### src/hw/dc_control_pkg.sv
`default_nettype none

package dc_control_pkg;

    //////////////////////////////
    // timing and widths
    //////////////////////////////

    // scaled down for simulation
    localparam logic [31:0] reset_hold_cycles = 32'd256;

    // waveform counter bit positions
    localparam int slow_glow_bit = 12;
    localparam int fast_glow_bit = 8;
    localparam int blink_bit = 10;
    localparam int wave_counter_width = 14;

    localparam int count_width = 32;
    localparam int apb_addr_width = 8;

    //////////////////////////////
    // enums
    //////////////////////////////

    typedef enum logic [1:0] {
        led_status,
        led_gdemu,
        led_usbgdrom,
        led_off
    } led_mode_t;

    // byte addresses of the register map
    typedef enum logic [7:0] {
        reg_control      = 8'h00,
        reg_status       = 8'h04,
        reg_pll54_loss   = 8'h08,
        reg_hdmi_loss    = 8'h0C,
        reg_resync_count = 8'h10
    } reg_addr_t;

endpackage

`default_nettype wire

### src/hw/lock_monitor.sv
`default_nettype none

module lock_monitor import dc_control_pkg::*; (
    input  logic                   control_clock,
    input  logic                   reset_dc,
    input  logic                   pll54_locked,
    input  logic                   pll_hdmi_locked,
    input  logic                   resync,
    input  logic                   force_generate,
    output logic                   pll54_locked_sync,
    output logic                   pll_hdmi_locked_sync,
    output logic                   resync_sync,
    output logic                   force_generate_sync,
    output logic [count_width-1:0] pll54_loss_count,
    output logic [count_width-1:0] hdmi_loss_count,
    output logic [count_width-1:0] resync_count
);

    // bit 0 pll54, 1 hdmi pll, 2 resync, 3 force generate
    logic [3:0] sync_meta;
    logic [3:0] sync_level;
    // force generate has no edge counter
    logic [2:0] sync_prev;
    logic       pll54_fall;
    logic       hdmi_fall;
    logic       resync_rise;

    always_ff @(posedge control_clock) begin
        if (reset_dc) begin
            sync_meta  <= '0;
            sync_level <= '0;
            sync_prev  <= '0;
        end else begin
            sync_meta  <= {force_generate, resync, pll_hdmi_locked, pll54_locked};
            sync_level <= sync_meta;
            sync_prev  <= sync_level[2:0];
        end
    end

    assign pll54_locked_sync    = sync_level[0];
    assign pll_hdmi_locked_sync = sync_level[1];
    assign resync_sync          = sync_level[2];
    assign force_generate_sync  = sync_level[3];

    // lock loss on falling edge, resync on rising edge
    assign pll54_fall  = sync_prev[0] & ~sync_level[0];
    assign hdmi_fall   = sync_prev[1] & ~sync_level[1];
    assign resync_rise = ~sync_prev[2] & sync_level[2];

    always_ff @(posedge control_clock) begin
        if (reset_dc) begin
            pll54_loss_count <= '0;
            hdmi_loss_count  <= '0;
            resync_count     <= '0;
        end else begin
            if (pll54_fall) begin
                pll54_loss_count <= pll54_loss_count + 1'b1;
            end
            if (hdmi_fall) begin
                hdmi_loss_count <= hdmi_loss_count + 1'b1;
            end
            if (resync_rise) begin
                resync_count <= resync_count + 1'b1;
            end
        end
    end

    property step_by_one(logic [count_width-1:0] count);
        @(posedge control_clock) disable iff (reset_dc)
        !$past(reset_dc) |-> (count_width'(count - $past(count)) <= count_width'(1));
    endproperty

    a_pll54_step:  assert property (step_by_one(pll54_loss_count));
    a_hdmi_step:   assert property (step_by_one(hdmi_loss_count));
    a_resync_step: assert property (step_by_one(resync_count));

endmodule

`default_nettype wire

### src/hw/console_reset_hold.sv
`default_nettype none

module console_reset_hold import dc_control_pkg::*; (
    input  logic control_clock,
    input  logic reset_dc,
    input  logic reset_req,
    output logic nreset
);

    logic [31:0] hold_count;

    // counter parks at reset_hold_cycles while idle
    always_ff @(posedge control_clock) begin
        if (reset_dc) begin
            hold_count <= reset_hold_cycles;
            nreset     <= 1'b1;
        end else if (reset_req) begin
            // restart the hold even mid-hold
            hold_count <= '0;
            nreset     <= 1'b0;
        end else if (hold_count != reset_hold_cycles) begin
            hold_count <= hold_count + 32'd1;
            if (hold_count == reset_hold_cycles - 32'd1) begin
                nreset <= 1'b1;
            end
        end
    end

    a_count_bounded: assert property (
        @(posedge control_clock) disable iff (reset_dc)
        hold_count <= reset_hold_cycles
    );

endmodule

`default_nettype wire

### src/hw/led_waveforms.sv
`default_nettype none

module led_waveforms import dc_control_pkg::*; (
    input  logic control_clock,
    input  logic reset_dc,
    output logic slow_glow,
    output logic fast_glow,
    output logic dim,
    output logic blink
);

    logic [wave_counter_width-1:0] wave_count;

    always_ff @(posedge control_clock) begin
        if (reset_dc) begin
            wave_count <= '0;
        end else begin
            wave_count <= wave_count + 1'b1;
        end
    end

    //////////////////////////////
    // glow
    //////////////////////////////

    // bit pos picks ramp direction, the four bits under it the brightness
    function automatic logic glow_level(
        input logic [wave_counter_width-1:0] count,
        input int                            pos
    );
        logic [3:0] bright;
        bright = count[pos-1 -: 4];
        if (!count[pos]) begin
            bright = ~bright;
        end
        return bright > count[3:0];
    endfunction

    assign slow_glow = glow_level(wave_count, slow_glow_bit);
    assign fast_glow = glow_level(wave_count, fast_glow_bit);

    //////////////////////////////
    // dim and blink
    //////////////////////////////

    // one pwm slot out of sixteen
    assign dim   = (wave_count[3:0] == 4'd0);
    assign blink = wave_count[blink_bit];

endmodule

`default_nettype wire

### src/hw/status_led_mux.sv
`default_nettype none

module status_led_mux import dc_control_pkg::*; (
    input  logic      control_clock,
    input  logic      reset_dc,
    input  led_mode_t led_mode,
    input  logic      pll_hdmi_locked_sync,
    input  logic      resync_sync,
    input  logic      force_generate_sync,
    input  logic      hdmi_out_ready,
    input  logic      slow_glow,
    input  logic      fast_glow,
    input  logic      dim,
    input  logic      blink,
    input  logic      console_nreset,
    input  logic      opt_nreset,
    output logic      status_led_level,
    output logic      status_led_oe
);

    logic status_level;

    // led is active low
    always_comb begin
        if (!pll_hdmi_locked_sync) begin
            status_level = ~dim;
        end else if (resync_sync) begin
            status_level = ~fast_glow;
        end else if (force_generate_sync) begin
            status_level = blink ? ~fast_glow : 1'b1;
        end else if (hdmi_out_ready) begin
            status_level = 1'b0;
        end else begin
            status_level = ~slow_glow;
        end
    end

    // open drain when the pin is shared with a reset line
    always_ff @(posedge control_clock) begin
        if (reset_dc) begin
            status_led_level <= 1'b1;
            status_led_oe    <= 1'b0;
        end else begin
            case (led_mode)
                led_status: begin
                    status_led_level <= status_level;
                    status_led_oe    <= 1'b1;
                end
                led_gdemu: begin
                    status_led_level <= 1'b0;
                    status_led_oe    <= ~opt_nreset;
                end
                led_usbgdrom: begin
                    status_led_level <= 1'b0;
                    status_led_oe    <= ~console_nreset;
                end
                default: begin
                    status_led_level <= 1'b1;
                    status_led_oe    <= 1'b0;
                end
            endcase
        end
    end

    a_oe_known: assert property (
        @(posedge control_clock) disable iff (reset_dc)
        !$isunknown(status_led_oe)
    );

endmodule

`default_nettype wire

### src/hw/control_regs.sv
`default_nettype none

module control_regs import dc_control_pkg::*; (
    input  logic                      control_clock,
    input  logic                      reset_dc,
    input  logic                      psel,
    input  logic                      penable,
    input  logic                      pwrite,
    input  logic [apb_addr_width-1:0] paddr,
    input  logic [31:0]               pwdata,
    input  logic                      pll54_locked_sync,
    input  logic                      pll_hdmi_locked_sync,
    input  logic                      resync_sync,
    input  logic                      force_generate_sync,
    input  logic                      console_nreset,
    input  logic                      opt_nreset,
    input  logic [count_width-1:0]    pll54_loss_count,
    input  logic [count_width-1:0]    hdmi_loss_count,
    input  logic [count_width-1:0]    resync_count,
    output logic [31:0]               prdata,
    output logic                      pready,
    output logic                      pslverr,
    output logic                      console_reset_req,
    output logic                      opt_reset_req,
    output led_mode_t                 led_mode
);

    logic        access;
    logic        addr_valid;
    logic        control_wr;
    logic [31:0] read_value;

    // no wait states
    assign access = psel & penable;
    assign pready = access;

    //////////////////////////////
    // decode and read mux
    //////////////////////////////

    always_comb begin
        addr_valid = 1'b1;
        read_value = '0;
        case (paddr)
            reg_control: begin
                // request bits read as zero
                read_value = {28'd0, led_mode, 2'b00};
            end
            reg_status: begin
                read_value = {26'd0, force_generate_sync, resync_sync, opt_nreset,
                              console_nreset, pll_hdmi_locked_sync, pll54_locked_sync};
            end
            reg_pll54_loss:   read_value = pll54_loss_count;
            reg_hdmi_loss:    read_value = hdmi_loss_count;
            reg_resync_count: read_value = resync_count;
            default:          addr_valid = 1'b0;
        endcase
    end

    assign pslverr = access & ~addr_valid;
    assign prdata  = (access && !pwrite) ? read_value : '0;

    //////////////////////////////
    // control writes
    //////////////////////////////

    // other addresses are read only, writes dropped
    assign control_wr = access & pwrite & (paddr == reg_control);

    always_ff @(posedge control_clock) begin
        if (reset_dc) begin
            console_reset_req <= 1'b0;
            opt_reset_req     <= 1'b0;
            led_mode          <= led_status;
        end else begin
            console_reset_req <= control_wr & pwdata[0];
            opt_reset_req     <= control_wr & pwdata[1];
            if (control_wr) begin
                led_mode <= led_mode_t'(pwdata[3:2]);
            end
        end
    end

    a_err_in_access: assert property (
        @(posedge control_clock) disable iff (reset_dc)
        pslverr |-> pready
    );

endmodule

`default_nettype wire

### src/hw/dc_control_top.sv
`default_nettype none

module dc_control_top import dc_control_pkg::*; (
    input  logic                      control_clock,
    input  logic                      reset_dc,
    input  logic                      psel,
    input  logic                      penable,
    input  logic                      pwrite,
    input  logic [apb_addr_width-1:0] paddr,
    input  logic [31:0]               pwdata,
    output logic [31:0]               prdata,
    output logic                      pready,
    output logic                      pslverr,
    input  logic                      pll54_locked,
    input  logic                      pll_hdmi_locked,
    input  logic                      resync,
    input  logic                      force_generate,
    input  logic                      hdmi_out_ready,
    output logic                      console_nreset,
    output logic                      opt_nreset,
    output logic                      status_led_level,
    output logic                      status_led_oe
);

    logic                   pll54_locked_sync;
    logic                   pll_hdmi_locked_sync;
    logic                   resync_sync;
    logic                   force_generate_sync;
    logic [count_width-1:0] pll54_loss_count;
    logic [count_width-1:0] hdmi_loss_count;
    logic [count_width-1:0] resync_count;
    logic                   console_reset_req;
    logic                   opt_reset_req;
    led_mode_t              led_mode;
    logic                   slow_glow;
    logic                   fast_glow;
    logic                   dim;
    logic                   blink;

    //////////////////////////////
    // status inputs and bus
    //////////////////////////////

    lock_monitor u_lock_monitor (
        .control_clock        (control_clock),
        .reset_dc             (reset_dc),
        .pll54_locked         (pll54_locked),
        .pll_hdmi_locked      (pll_hdmi_locked),
        .resync               (resync),
        .force_generate       (force_generate),
        .pll54_locked_sync    (pll54_locked_sync),
        .pll_hdmi_locked_sync (pll_hdmi_locked_sync),
        .resync_sync          (resync_sync),
        .force_generate_sync  (force_generate_sync),
        .pll54_loss_count     (pll54_loss_count),
        .hdmi_loss_count      (hdmi_loss_count),
        .resync_count         (resync_count)
    );

    control_regs u_control_regs (
        .control_clock        (control_clock),
        .reset_dc             (reset_dc),
        .psel                 (psel),
        .penable              (penable),
        .pwrite               (pwrite),
        .paddr                (paddr),
        .pwdata               (pwdata),
        .pll54_locked_sync    (pll54_locked_sync),
        .pll_hdmi_locked_sync (pll_hdmi_locked_sync),
        .resync_sync          (resync_sync),
        .force_generate_sync  (force_generate_sync),
        .console_nreset       (console_nreset),
        .opt_nreset           (opt_nreset),
        .pll54_loss_count     (pll54_loss_count),
        .hdmi_loss_count      (hdmi_loss_count),
        .resync_count         (resync_count),
        .prdata               (prdata),
        .pready               (pready),
        .pslverr              (pslverr),
        .console_reset_req    (console_reset_req),
        .opt_reset_req        (opt_reset_req),
        .led_mode             (led_mode)
    );

    //////////////////////////////
    // reset pins
    //////////////////////////////

    console_reset_hold u_console_reset (
        .control_clock (control_clock),
        .reset_dc      (reset_dc),
        .reset_req     (console_reset_req),
        .nreset        (console_nreset)
    );

    console_reset_hold u_opt_reset (
        .control_clock (control_clock),
        .reset_dc      (reset_dc),
        .reset_req     (opt_reset_req),
        .nreset        (opt_nreset)
    );

    //////////////////////////////
    // status led
    //////////////////////////////

    led_waveforms u_led_waveforms (
        .control_clock (control_clock),
        .reset_dc      (reset_dc),
        .slow_glow     (slow_glow),
        .fast_glow     (fast_glow),
        .dim           (dim),
        .blink         (blink)
    );

    status_led_mux u_status_led_mux (
        .control_clock        (control_clock),
        .reset_dc             (reset_dc),
        .led_mode             (led_mode),
        .pll_hdmi_locked_sync (pll_hdmi_locked_sync),
        .resync_sync          (resync_sync),
        .force_generate_sync  (force_generate_sync),
        .hdmi_out_ready       (hdmi_out_ready),
        .slow_glow            (slow_glow),
        .fast_glow            (fast_glow),
        .dim                  (dim),
        .blink                (blink),
        .console_nreset       (console_nreset),
        .opt_nreset           (opt_nreset),
        .status_led_level     (status_led_level),
        .status_led_oe        (status_led_oe)
    );

endmodule

`default_nettype wire

### config.mk
export PLATFORM = sky130hd
export DESIGN_NAME = dc_control_top
export DESIGN_NICKNAME = d
export VERILOG_FILES = /design/src/hw/dc_control_pkg.sv /design/src/hw/lock_monitor.sv /design/src/hw/console_reset_hold.sv /design/src/hw/led_waveforms.sv /design/src/hw/status_led_mux.sv /design/src/hw/control_regs.sv /design/src/hw/dc_control_top.sv
export SDC_FILE = /design/constraint.sdc
export NUM_CORES = 1
export LEC_CHECK = 0
export BUFFER_PORTS_ARGS = -buffer_cell sky130_fd_sc_hd__buf_2
export CORE_AREA = 2 2 143 145
export DETAILED_ROUTE_END_ITERATION = 12
export DIE_AREA = 0 0 145 147
export GPL_TIMING_DRIVEN = 0
export MAX_ROUTING_LAYER = met4
export PLACE_DENSITY = 0.75
export SETUP_SLACK_MARGIN = 0.1
export SLEW_MARGIN = 25
export SYNTH_ARGS = -nofsm -noshare
export SYNTH_HDL_FRONTEND = slang
export SYNTH_SLANG_ARGS = --single-unit
### constraint.sdc
create_clock -name control_clock -period 3.5 [get_ports control_clock]
set_input_delay 0.175 -clock control_clock [delete_from_list [all_inputs] [get_ports control_clock]]
set_output_delay 0.175 -clock control_clock [all_outputs]
set_load 0.02 [all_outputs]
# Yosys cells after proc, flatten, opt, wreduce, memory -nomap -nowiden

Cells that the tools add are included.

Equality and inequality tests: 10
$add $sub $neg: 6
Reductions and logical operators: 15
Magnitude comparators: 2
Shifts and indexed selects: 0
Multiplexer cells: 22
Divide/modulo/power cells: 0
Multipliers: 0
Bitwise operators: 20

Operators by type and width:

| operator                                                               | number |
|---|---|
| 32-bit by 1-bit adder with 32-bit output, second input constant        | 5 |
| 32-bit case mux with 5 select lines                                    | 1 |
| 32-bit by 8-bit equality test with 1-bit output, second input constant | 2 |
| 32-bit by 9-bit != test with 1-bit output, second input constant       | 2 |
| 9-bit 2-to-1 mux                                                       | 4 |
| 32-bit 2-to-1 mux                                                      | 1 |
| 8-bit by 4-bit equality test with 1-bit output, second input constant  | 2 |
| 14-bit by 1-bit adder with 14-bit output, second input constant        | 1 |
| 1-bit 2-to-1 mux                                                       | 12 |
| 1-bit AND                                                              | 9 |
| 1-bit inverter                                                         | 9 |
| 8-bit by 3-bit equality test with 1-bit output, second input constant  | 1 |
| 8-bit by 5-bit equality test with 1-bit output, second input constant  | 1 |
| 4-bit > comparator                                                     | 2 |
| 8-bit logical NOT                                                      | 1 |
| 4-bit 2-to-1 mux                                                       | 2 |
| 4-bit inverter                                                         | 2 |
| 2-bit nonzero test                                                     | 4 |
| 2-bit OR reduction                                                     | 3 |
| 5-bit OR reduction                                                     | 1 |
| 4-bit logical NOT                                                      | 1 |
| 2-bit AND reduction                                                    | 2 |
| 1-bit case mux with 3 select lines                                     | 1 |
| 2-bit by 1-bit equality test with 1-bit output, second input constant  | 1 |
| other kinds (5)                                                        | 5 |

Register bits: 193
Latch bits: 0
Memories kept: 0
Bits in writable memories: 0
Output and inout bits: 38
Bits in read-only memories: 0

# Longest topological paths before layout

Gate-level depths: netlist of run 1.

Depth in word-level cells: 9
Depth in mapped cells: 8
Mapped depth without buffers: 7

# By module

Synthesis of run 1 repeated with hierarchy kept, for this count alone.

Cell total of the unflattened synthesis: 1216
Area total of the unflattened synthesis: 10385.0 um^2

By module, submodules not included:

| module             | sequential area each (um^2) | area each (um^2) | cells an instance | instances |
|---|---|---|---|---|
| lock_monitor       | 2142.1                      | 4892.2           | 563               | 1 |
| console_reset_hold | 660.6                       | 1696.6           | 197               | 2 |
| control_regs       | 80.1                        | 1119.8           | 145               | 1 |
| led_waveforms      | 260.2                       | 817.0            | 94                | 1 |
| status_led_mux     | 40.0                        | 162.7            | 20                | 1 |

# Worst setup path before layout of run 1

No wires, ideal clock.

Path kind: register to register
Start point: register u_lock_monitor.hdmi_loss_count[0]
End point: register u_lock_monitor.hdmi_loss_count[20]
Required time: 3372 ps
Cell stages (with the launch flop): 8
Path slack: 1655 ps
Library setup time: 128 ps
Data arrival time: 1718 ps
Period minus slack after synthesis: 1845 ps
Cells stage by stage: dfxtp_1 -> ha_1 -> nand3b_1 -> or4_4 -> buf_6 -> nor3_2 -> xnor2_1 -> nor2_1

Cells in the longest elaborated chain, start to end: 1

RTL lines:

| element                                  | RTL line           | RTL |
|---|---|---|
| from (decl)                              | lock_monitor.sv:15 | `output logic [count_width-1:0] hdmi_loss_count,` |
| from (signal assigned)                   | lock_monitor.sv:60 | `hdmi_loss_count <= hdmi_loss_count + 1'b1;` |
| 32-bit by 1-bit adder with 32-bit output | lock_monitor.sv:60 |  |

Every way passes these cells.
A chain may end at the register's enable or synchronous reset.

# Worst setup path in the final report of run 1

Start point: input paddr[0]
End point: output prdata[8]

Cells in the longest elaborated chain, start to end: 3

RTL lines:

| element                                                                | RTL line             | RTL |
|---|---|---|
| from (decl)                                                            | dc_control_top.sv:9  | `input logic [apb_addr_width-1:0] paddr,` |
| 8-bit by 5-bit equality test with 1-bit output (tied with other cells) | control_regs.sv:44   | `case (paddr)` |
| 32-bit case mux with 5 select lines *                                  | control_regs.sv:44   |  |
| 32-bit 2-to-1 mux *                                                    | control_regs.sv:61   | `assign prdata = (access && !pwrite) ? read_value : '0;` |
| to (decl)                                                              | dc_control_top.sv:11 | `output logic [31:0] prdata,` |

Every way passes the cells marked *; elsewhere a longest branch is shown, timed or not.

==> impl_results.md, run 1 <==
- Worst rel slew slack: 40.26%
- Setup violations, final: 0
- Top cells by count, synth: nor2_1, dfxtp_1, xnor2_1
- Via count: approximately 8400
- CP Launch Point: paddr[0]
- Unrepaired setup endpoints after global routing: false
- Ys async rst share: 0%
- Critical path, cell by cell: buf_2, or4_1, nor4_1, buf_2, a22oi_1, nor2_1, buf_2
- Port Buffers: 58
- Core footprint: approximately 0.020 sq mm
- Mapped cell area: about 0.0097 sq mm
- # IOs: between 80 and 90
- Worst slew pin tran: about 0.9 ns
- First-pass DRT Iterations: 5
- Die W: 145 um
- Initial DRC count: roughly 650
- Area leader, netlist: dfxtp_1
- Reg2Reg Launch Point: u_opt_reset.hold_count[1]
- Post-layout util: about 55%
- Reg2reg end: u_opt_reset.hold_count[12]
- Synth top area cells: dfxtp_1, nor2_1, xnor2_1
- Initial antenna violation count: 0
- Final Hold Violating Endpoints: 0
- Gr usage total: roughly 23%
- TritonCTS clock tree: yes
- TNS Setup: 0 ns
- DR vias/cell: between 5 and 6
- Yosys reg bits: ~190
- Critical path class: in2out
- # diodes: 0
- Yosys top cell area share: 39.57%
- # clock sinks: 192
- Clock root buffer: clkbuf_16
- Status: complete, no violations
- Cell area after layout: about 0.011 sq mm
- Worst ir drop on vdd: roughly 0.32 mV
- Critical Path Fanout Max: 10
- Cell mode on critical path: buf_2
- Hold WC Path Type: in2reg
- Max Cap Violations: 0
- Area growth syn-to-layout: 12.79%
- Post-Route Skew: approximately 0.010 ns
- Placed Area: roughly 0.010 sq mm
- Power Density: about 380 mW/mm^2
- Cells after synthesis: about 1100
- Synth Warn #: 0
- GPL Wtd Cong: ~0.92
- Post-synthesis cell type count: 54
- Remaining global-route overflow: 0
- CP Capture Point: prdata[8]
- Routed Wire Length: between 20000 and 25000 um
- Register-to-register setup slack: 1.31 ns
- Starting Density: between 40 and 50%
- Reg2Reg Depth: 6
- Fillers: about 1800
- Worst setup SP type: input pin
- CP arrival: around 2.3 ns
- First-pass GRT wire length: approximately 38000 um
- Lkg Pwr: roughly 3.8 nW
- Buf/Inv on CP: 3
- CP Depth: 7
- Num CTS Buffers: 17
- F_max: approximately 0.4 GHz
- Max Slew Vio Count: 0
- Clk buf depth: 2
- Final ANT Viol Nets: 0
- Detailed placement HPWL: roughly 17000 um
- Drt drc: 0
- WP data required: ~3.3 ns
- Layout cells sized above 1: about a tenth
- Delay-heaviest family, CP: simple AND/OR/NAND/NOR gates
- Sequential area share after synthesis: between 30% and 40%
- Die span in y: about 150 um
- Full die area: between 0.02 and 0.025 sq mm
- Slowest cell delay on critical path: approximately 0.7 ns
- Critical Path End Type: output pin
- Worst skew pair latency: ~0.44 ns
- Syn_area_per_cell: between 8 and 9 sq um
- Post-Syn Nets: 1220
- CP max stage cell: nor4_1
- Max H-tree Level: 4
- WL per Instance: about 15 um
- Min Tclk post-route: around 2.5 ns
- Count leader, synth: nor2_1
- Post-synth EDFFs: 0
- Synth Flop Type: dfxtp_1
- # rows: 52
- Clock-pin slew on the worst setup and hold paths: ~0.070 ns
- Vias in the first global route: roughly 7800
- Pin count of the biggest net entering global routing: 17
- NumNets Final: between 1000 and 1500
- Fin crit share: a little under three quarters
- Post-CTS Setup Inserts: 0
how the worst min path moves through the flow:
stage          slack, ns  cells past startpoint           start                          end
6_report            0.02                      3       pwdata[2]   u_control_regs.led_mode[0]
5_1_grt             0.02                      3       pwdata[2]   u_control_regs.led_mode[0]
4_1_cts             0.01                      3       pwdata[2]   u_control_regs.led_mode[0]
3_5_place_dp        0.39                      2  force_generate  u_lock_monitor.sync_meta[3]
3_3_place_gp        0.39                      2    pll54_locked  u_lock_monitor.sync_meta[0]
2_1_floorplan       0.26                      1        reset_dc  u_lock_monitor.sync_prev[1]
layout by cell type, fill, tap and decap left out, drive strengths merged, types with 3 or more instances in the layout:
cell type,n
nor2,194
dfxtp,192
xnor2,83
buf,72
clkbuf,61
xor2,60
nand2,55
nand3,54
nand4,53
nor4,37
nor3,37
o21ai,35
a21oi,35
inv,35
a22oi,34
or3,28
a22o,26
nor2b,23
ha,22
and4,19
and3,14
and2,12
mux2i,11
dlygate4sd3,8
clkinv,5
o2bb2ai,4
clkinvlp,4
nand2b,3
or2,3
and4b,3
or4,3
power breakdown:
group	switching, mW	total [mW]	leakage, nW	internal (mW)
registers	0.0137	2.21	1.55	2.20
clock network	0.846	1.78	0.250	0.932
logic	0.109	0.174	1.96	0.0645
total	0.969	4.17	3.76	3.20
state kept, by name, summed over array words and instances (netlist names):
| signal | flops |
|---|---|
| u_console_reset.hold_count | 32 |
| u_lock_monitor.hdmi_loss_count | 32 |
| u_lock_monitor.pll54_loss_count | 32 |
| u_lock_monitor.resync_count | 32 |
| u_opt_reset.hold_count | 32 |
| u_led_waveforms.wave_count | 13 |
| u_lock_monitor.sync_level | 4 |
| u_lock_monitor.sync_meta | 4 |
| u_lock_monitor.sync_prev | 3 |
| u_control_regs.led_mode | 2 |
| u_console_reset.nreset | 1 |
| u_control_regs.console_reset_req | 1 |
| u_control_regs.opt_reset_req | 1 |
| u_opt_reset.nreset | 1 |
| u_status_led_mux.status_led_level | 1 |
| u_status_led_mux.status_led_oe | 1 |
logic make-up after synthesis:
kind of cell / Yosys count / share of synthesized area, %
adders and majority gates: 22 / 2.834
DFF: 192 / 39.57
and+or+nand+nor: 547 / 29.90
muxes: 11 / 1.134
xor gates and xnor gates: 143 / 12.89
buffers and inverters: 87 / 3.684
AOI/OAI and AO/OA: 146 / 9.983
final cells by class:
type | count | area (sq um) | share of cell area, %
Sequential cell | 192 | 3844 | 35.08
Timing Repair Buffer | 66 | 370.4 | 3.381
Buffer | 54 | 234.0 | 2.136
Clock inverter | 11 | 83.83 | 0.7652
Multi-Input combinational cell | 869 | 5512 | 50.31
Clock buffer | 21 | 450.4 | 4.111
Tap cell | 270 | 337.8 | 3.084
Inverter | 33 | 123.9 | 1.131
timing repair:
action,CTS,global route
gates resized for setup,0,0
endpoints found under the hold margin,8,0
hold buffers,8,0
worst min-delay path, cell delays in order:
cell	delay, ns
buf_2	0.09
mux2i_1	0.06
nor2_1	0.09
layer usage:
layer	up-vias	wire, um	track usage, %
li1	4208	-	-
met1	3959	10380	28.27
met2	239	10650	36.45
met3	34	1389	5.031
met4	0	448	7.525
met5	-	0	-
metrics by stage:
| step | setup WS, ns | instances | total power, mW | hold WS [ns] |
|---|---|---|---|---|
| after floorplan | 1.655 | 1148 | 2.371 | 0.2551 |
| after global placement | 0.9852 | 1476 | 2.425 | 0.3925 |
| after detailed placement | 0.9812 | 1476 | 2.430 | 0.3925 |
| after CTS | 0.9660 | 1516 | 4.207 | 0.01285 |
| after global routing | 0.9124 | 1516 | 4.306 | 0.01834 |
| final | 1.018 | 1516 | 4.166 | 0.02157 |
(Power assumes the default switching activity.)
==> run 2, diff against run 1 <==
Settings changed: PLACE_DENSITY 0.75 to 0.78.
Clock period 3.5 ns to 2.15 ns, I/O delays scaled along.
==> run 2 against run 1 <==
- die area did not move
- non-clock buffer count rose by 8
- critical path depth fell by 1
- sequential power rose by 63%
- utilization rose by 1.5 points
- clock skew barely moved
==> impl_results.md, run 2 (synthesis gave the netlist of run 1 again) <==
- Worst ir drop on vdd: 0.4925 mV (+54%)
- Initial antenna violation count: 0 (unchanged)
- Die span in y: 147 um (unchanged)
- Starting Density: 48.95% (unchanged)
- CP max stage cell: or4_4
- GPL Wtd Cong: 0.9142 (-0.94%)
- Full die area: 0.02132 sq mm (unchanged)
- Cell area after layout: 0.01126 sq mm (+2.8%)
- Layout cells sized above 1: 12.85% (+2.7 points)
- TritonCTS clock tree: yes
- # clock sinks: 192 (unchanged)
- # diodes: 0 (unchanged)
- Critical Path End Type: flip-flop
- Buf/Inv on CP: 1 (-2)
- # rows: 52 (unchanged)
- Critical path class: reg2reg
- Critical path, cell by cell: nand3_2, or4_4, buf_12, nor3_4, xnor2_1, nor2_1
- Core footprint: 0.01984 sq mm (unchanged)
- WP data required: 2.45 ns (-0.87 ns)
- Fin crit share: roughly 92%
- Worst skew pair latency: 0.44 ns (about the same)
- Post-Route Skew: 0.01022 ns (-0.0001680 ns)
- Most common cell after layout, fill and taps aside: nor2_1
- Pin count of the biggest net entering global routing: 17 (unchanged)
- Clock-pin slew on the worst setup and hold paths: 0.07 ns (about the same)
- Slowest cell delay on critical path: 0.65 ns (-0.06 ns)
- Final ANT Viol Nets: 0 (unchanged)
- Max Slew Vio Count: 0 (unchanged)
- Hold_sp: pwrite
- # IOs: 88 (unchanged)
- Lkg Pwr: 3.919 nW (+4.3%)
- Gr usage total: 22.47% (-0.14 points)
- CP arrival: 2.29 ns (-0.02 ns)
- Most frequent cells in the layout: nor2_1, dfxtp_1, xnor2_1
- Final Non-Filler Cells: 1523 (+0.46%)
- WL per Instance: 15.26 um (+1.2%)
- Setup violations, final: 0 (unchanged)
- Reg2Reg Launch Point: u_lock_monitor.hdmi_loss_count[3]
- Final Hold Violating Endpoints: 0 (unchanged)
- Clock root buffer: clkbuf_16
- Worst setup SP type: flip-flop
- Drt drc: 0 (unchanged)
- Area growth syn-to-layout: 15.92%
- Routed Wire Length: 23240 um (+1.6%)
- Multi-input logic area: 0.005634 sq mm (+2.2%)
- Port Buffers: 58 (unchanged)
- Hold WC Path Type: in2reg
- NumNets Final: 1313 (+0.61%)
- Remaining global-route overflow: 0 (unchanged)
- Max H-tree Level: 4 (unchanged)
- Via count: 8494 (+0.64%)
- First-pass GRT wire length: 38250 um (-0.34%)
- Register-to-register setup slack: 0.16 ns (-1.15 ns)
- Worst rel slew slack: 49.25% (+9.0 points)
- Clk buf depth: 2 (unchanged)
- Power Density: 631.3 mW/mm^2 (+66%)
- Fillers: 1702 (-6.3%)
- Post-layout util: 56.74% (+1.5 points)
- Die W: 145 um (unchanged)
- FF/Latch Area: 0.003854 sq mm (+0.26%)
- Num CTS Buffers: 17 (unchanged)
- Unrepaired setup endpoints after global routing: true
- Hold path endpoint: u_control_regs.led_mode[1]
- Status: complete, no violations
- Initial DRC count: 786 (+22%)
- Critical Path Fanout Max: 5 (-5)
- Placed Area: 0.01034 sq mm (unchanged)
- First-pass DRT Iterations: 5 (unchanged)
- Max Cap Violations: 0 (unchanged)
- Vias in the first global route: 7821 (-0.15%)
- F_max: approximately 0.5 GHz
- Placed cell count: 1476 (unchanged)
- Hold Path Cell Cnt: 4 (+1)
- Worst slew pin tran: 0.7613 ns (-0.1280 ns)
- DR vias/cell: 5.577 (+0.18%)
- Detailed placement HPWL: 16600 um (-1.5%)
- Reg2Reg Depth: 6 (unchanged)
- Reg2reg end: u_lock_monitor.hdmi_loss_count[20]
- Min Tclk post-route: ~2.0 ns
- Delay-heaviest family, CP: simple AND/OR/NAND/NOR gates
run 2: changes by cell type in the layout (fill, tap and decap cells not counted), sizes merged:
cell | previous run | this run
bufinv | 0 | 2
buf | 72 | 77
dlygate4sd3 | 8 | 10
clkinv | 5 | 2
clkinvlp | 4 | 3
inv | 35 | 37
run 2: worst max path at each step:
stage	cells after the start	slack, ns	end	from
floorplan	7	0.30	u_lock_monitor.hdmi_loss_count[20]	u_lock_monitor.hdmi_loss_count[0]
global placement	7	-0.18	prdata[23]	paddr[0]
detailed placement	7	-0.23	prdata[21]	paddr[0]
CTS	7	0.01	prdata[21]	paddr[0]
global route	6	0.07	u_opt_reset.hold_count[12]	u_opt_reset.hold_count[1]
finish	6	0.16	u_lock_monitor.hdmi_loss_count[20]	u_lock_monitor.hdmi_loss_count[3]
run 2: area by class of cell:
cell class	count	area share, %
flip-flops and latches	192	34.23
repair buffers	74	4.023
inverters	33	1.100
plain buffers	54	2.400
clock buffers	20	4.056
multi-input cells	869	50.04
well taps	270	3.000
clock inverters	11	1.156
run 2: what timing repair did:
item	CTS	global route
endpoints found under the setup margin	46	65
hold buffers	10	0
hold endpoints to repair	10	0
buffers inserted	1	4
pin swaps	1	6
resized for setup	9	46
cloned	0	1
run 2: stage by stage:
stage | setup TNS, ns | total power [mW] | setup slack, ns | hold slack [ns]
final | 0 | 7.108 | 0.1648 | 0.2942
after global routing | 0 | 7.314 | 0.06730 | 0.3233
after CTS | 0 | 7.134 | 0.01352 | 0.2822
after detailed placement | -4.038 | 3.955 | -0.2343 | 0.3223
after global placement | -3.109 | 3.949 | -0.1775 | 0.3216
after floorplan | 0 | 3.860 | 0.3049 | 0.1876
run 2: worst reg2reg max path: stages (launching register included):
cell and delay, ns:
dfxtp_1 0.43, nand3_2 0.21, or4_4 0.65, buf_12 0.17
nor3_4 0.19, xnor2_1 0.14, nor2_1 0.05
run 2: routing by layer:
metal	vias to the layer above	part of all wire, %	GRT usage [%]
met3	36	4.7	3.416
met5	-	0	-
met1	3997	46	28.54
met2	241	47	36.81
li1	4220	-	-
met4	0	1.9	7.624
run 2: report_power, final:
group          internal [mW]  switching, mW
Combinational          0.111          0.184
Clock                   1.79           1.42
Sequential              3.58         0.0239
Total                   5.48           1.63
==> run 3, diff against run 2 <==
--- a/config.mk
+++ b/config.mk
@@ -13,3 +13,3 @@
 export MAX_ROUTING_LAYER = met4
-export PLACE_DENSITY = 0.78
+export PLACE_DENSITY = 0.73
 export SETUP_SLACK_MARGIN = 0.1
==> constraint.sdc (replaced) <==
create_clock -name control_clock -period 2.15 [get_ports control_clock]
set_input_delay 0.43 -clock control_clock [delete_from_list [all_inputs] [get_ports control_clock]]
set_output_delay 0.43 -clock control_clock [all_outputs]
set_load 0.005 [all_outputs]
==> run 3 against run 2 <==
- the run now ends with setup timing left
- worst setup slack got worse by 0.38 ns
- die area did not move
- routed wire length rose by 1.8%
- combinational power fell by 3%
- hold slack got worse by 0.083 ns
- sequential share of layout area fell by 0.88 points
- clock-buffer cell count fell by 1
- sequential cell count did not move
- global-route usage rose by 0.11 points
- clock power fell by 1%
- clock skew rose by 0.0069 ns
- critical path type is now in2out
==> impl_results.md, run 3 (synthesis gave the netlist of run 1 again) <==
- Status: finished, violations left
- Failing checks: setup timing
- Most common cell after layout, fill and taps aside: dfxtp_1
- Starting Density: 48.95% (unchanged)
- Clk buf depth: 2 (unchanged)
- Clock root buffer: clkbuf_16
- Max Cap Violations: 0 (unchanged)
- NumNets Final: 1316 (+0.23%)
- Placed cell count: 1476 (unchanged)
- Worst rel slew slack: 46.78% (-2.5 points)
- Post-Route Skew: 0.01713 ns (+0.006916 ns)
- Detailed placement HPWL: 16710 um (+0.62%)
- Min Tclk post-route: 2.363 ns (+0.3779 ns)
- WL per Instance: 15.50 um (+1.6%)
- TritonCTS clock tree: yes
- CP arrival: 1.93 ns (-0.36 ns)
- Fin crit share: 109.9% (+18 points)
- Critical path class: in2out
- Num CTS Buffers: 17 (unchanged)
- Most frequent cells in the layout: dfxtp_1, nor2_1, xnor2_1
- Worst setup SP type: input pin
- Worst ir drop on vdd: 0.6221 mV (+26%)
- First-pass DRT Iterations: 5 (unchanged)
- Via count: 8537 (+0.51%)
- Final Hold Violating Endpoints: 0 (unchanged)
- Fillers: 1697 (-0.29%)
- Worst slew pin tran: 0.7983 ns (+0.03704 ns)
- # IOs: 88 (unchanged)
- # clock sinks: 192 (unchanged)
- Critical Path End Type: output pin
- Layout cells sized above 1: 17.10% (+4.3 points)
- Critical Path Fanout Max: 8 (+3)
- Max Slew Vio Count: 0 (unchanged)
- Tot Pwr: 7.062 mW (-0.65%)
- CTS hold repair buffers: 0 (-10)
- Port Buffers: 58 (unchanged)
- Power Density: 610.8 mW/mm^2 (-3.2%)
- WP data required: 1.72 ns (-0.73 ns)
- Pin count of the biggest net entering global routing: 19 (+2)
- Full die area: 0.02132 sq mm (unchanged)
- Initial antenna violation count: 0 (unchanged)
- Vias in the first global route: 7891 (+0.90%)
- # rows: 52 (unchanged)
- Final ANT Viol Nets: 0 (unchanged)
- Post-layout util: 58.26% (+1.5 points)
- Drt drc: 0 (unchanged)
- Remaining global-route overflow: 0 (unchanged)
- DR vias/cell: 5.591 (+0.24%)
- Max H-tree Level: 4 (unchanged)
- Core footprint: 0.01984 sq mm (unchanged)
- Initial DRC count: 584 (-26%)
- F_max: 0.4232 GHz (-16%)
- Area growth syn-to-layout: 19.03%
- Final WS setup: -0.2131 ns (-0.3779 ns)
- Die W: 145 um (unchanged)
- GPL Wtd Cong: 0.9179 (+0.40%)
- Routed Wire Length: 23660 um (+1.8%)
- # diodes: 0 (unchanged)
- Lkg Pwr: 4.000 nW (+2.1%)
- Final Non-Filler Cells: 1527 (+0.26%)
- Die span in y: 147 um (unchanged)
- First-pass GRT wire length: 38620 um (+0.98%)
- Clock-pin slew on the worst setup and hold paths: 0.07 ns (about the same)
- Gr usage total: 22.58% (+0.11 points)
- Unrepaired setup endpoints after global routing: true
- Hold WC Path Type: in2reg
- Setup violations, final: 33 (+33)
- Worst skew pair latency: 0.44 ns (about the same)
-- run 3: cell types whose count changed in the layout (fill, tap and decap cells not counted), sizes merged --
cell	before	now
clkinvlp	3	0
bufinv	2	1
dlygate4sd3	10	0
buf	77	94
inv	37	41
clkbuf	61	56
clkinv	2	4
-- run 3: stage by stage --
step	hold slack, ns	setup WS (ns)	area [sq um]	TNS (ns)
2_1_floorplan	0.4138	0.03786	9747	0
3_3_place_gp	0.4242	-0.6497	10380	-17.61
3_5_place_dp	0.4350	-0.6357	10380	-17.65
4_1_cts	0.1925	-0.2378	11180	-6.683
5_1_grt	0.2170	-0.2635	11560	-7.214
6_report	0.2113	-0.2131	11560	-5.622
-- run 3: where the power goes --
group / switching [mW] / internal [mW]
Combinational: 0.180 / 0.109
Sequential: 0.0226 / 3.58
Clock: 1.47 / 1.71
Total: 1.67 / 5.39
-- run 3: per-layer routing --
metal	part of all wire (%)	global-route usage, %	up-vias
met2	47	36.33	225
met3	4.7	3.851	30
met1	46	29.08	4038
li1	-	-	4244
met4	1.8	7.327	0
met5	0	-	-
-- run 3: path summary, 6_finish.rpt --
check	from	to	slack [ns]	depth (start not counted)
max	paddr[0]	prdata[9]	-0.21	7
min	pll_hdmi_locked	u_lock_monitor.sync_meta[1]	0.21	2
max reg2reg	u_lock_monitor.hdmi_loss_count[0]	u_lock_monitor.hdmi_loss_count[14]	0.17	6
min reg2reg	u_lock_monitor.sync_meta[3]	u_lock_monitor.sync_level[3]	0.45	1
-- run 3: layout make-up --
| class | count | area (sq um) | share of cell area, % |
|---|---|---|---|
| clock inverters | 13 | 137.6 | 1.190 |
| multi-input cells | 869 | 5829 | 50.42 |
| plain buffers | 54 | 320.3 | 2.771 |
| flip-flops and latches | 192 | 3855 | 33.34 |
| well taps | 270 | 337.8 | 2.922 |
| inverters | 33 | 123.9 | 1.071 |
| clock buffers | 19 | 452.9 | 3.918 |
| repair buffers | 77 | 504.2 | 4.361 |
-- run 3: critical path: stages --
cell and delay [ns]:
buf_6 0.09, or4_4 0.57, nor2_4 0.18, nand3_4 0.19, clkbuf_8 0.22, nor2_1 0.12, buf_2 0.13
-- run 3: repair_timing --
action / in CTS / in global routing
resized for setup: 41 / 76
pin swaps: 18 / 22
gates cloned: 3 / 4
buffers inserted: 5 / 7
setup endpoints to repair: 40 / 62
hold endpoints to repair: 0 / 0
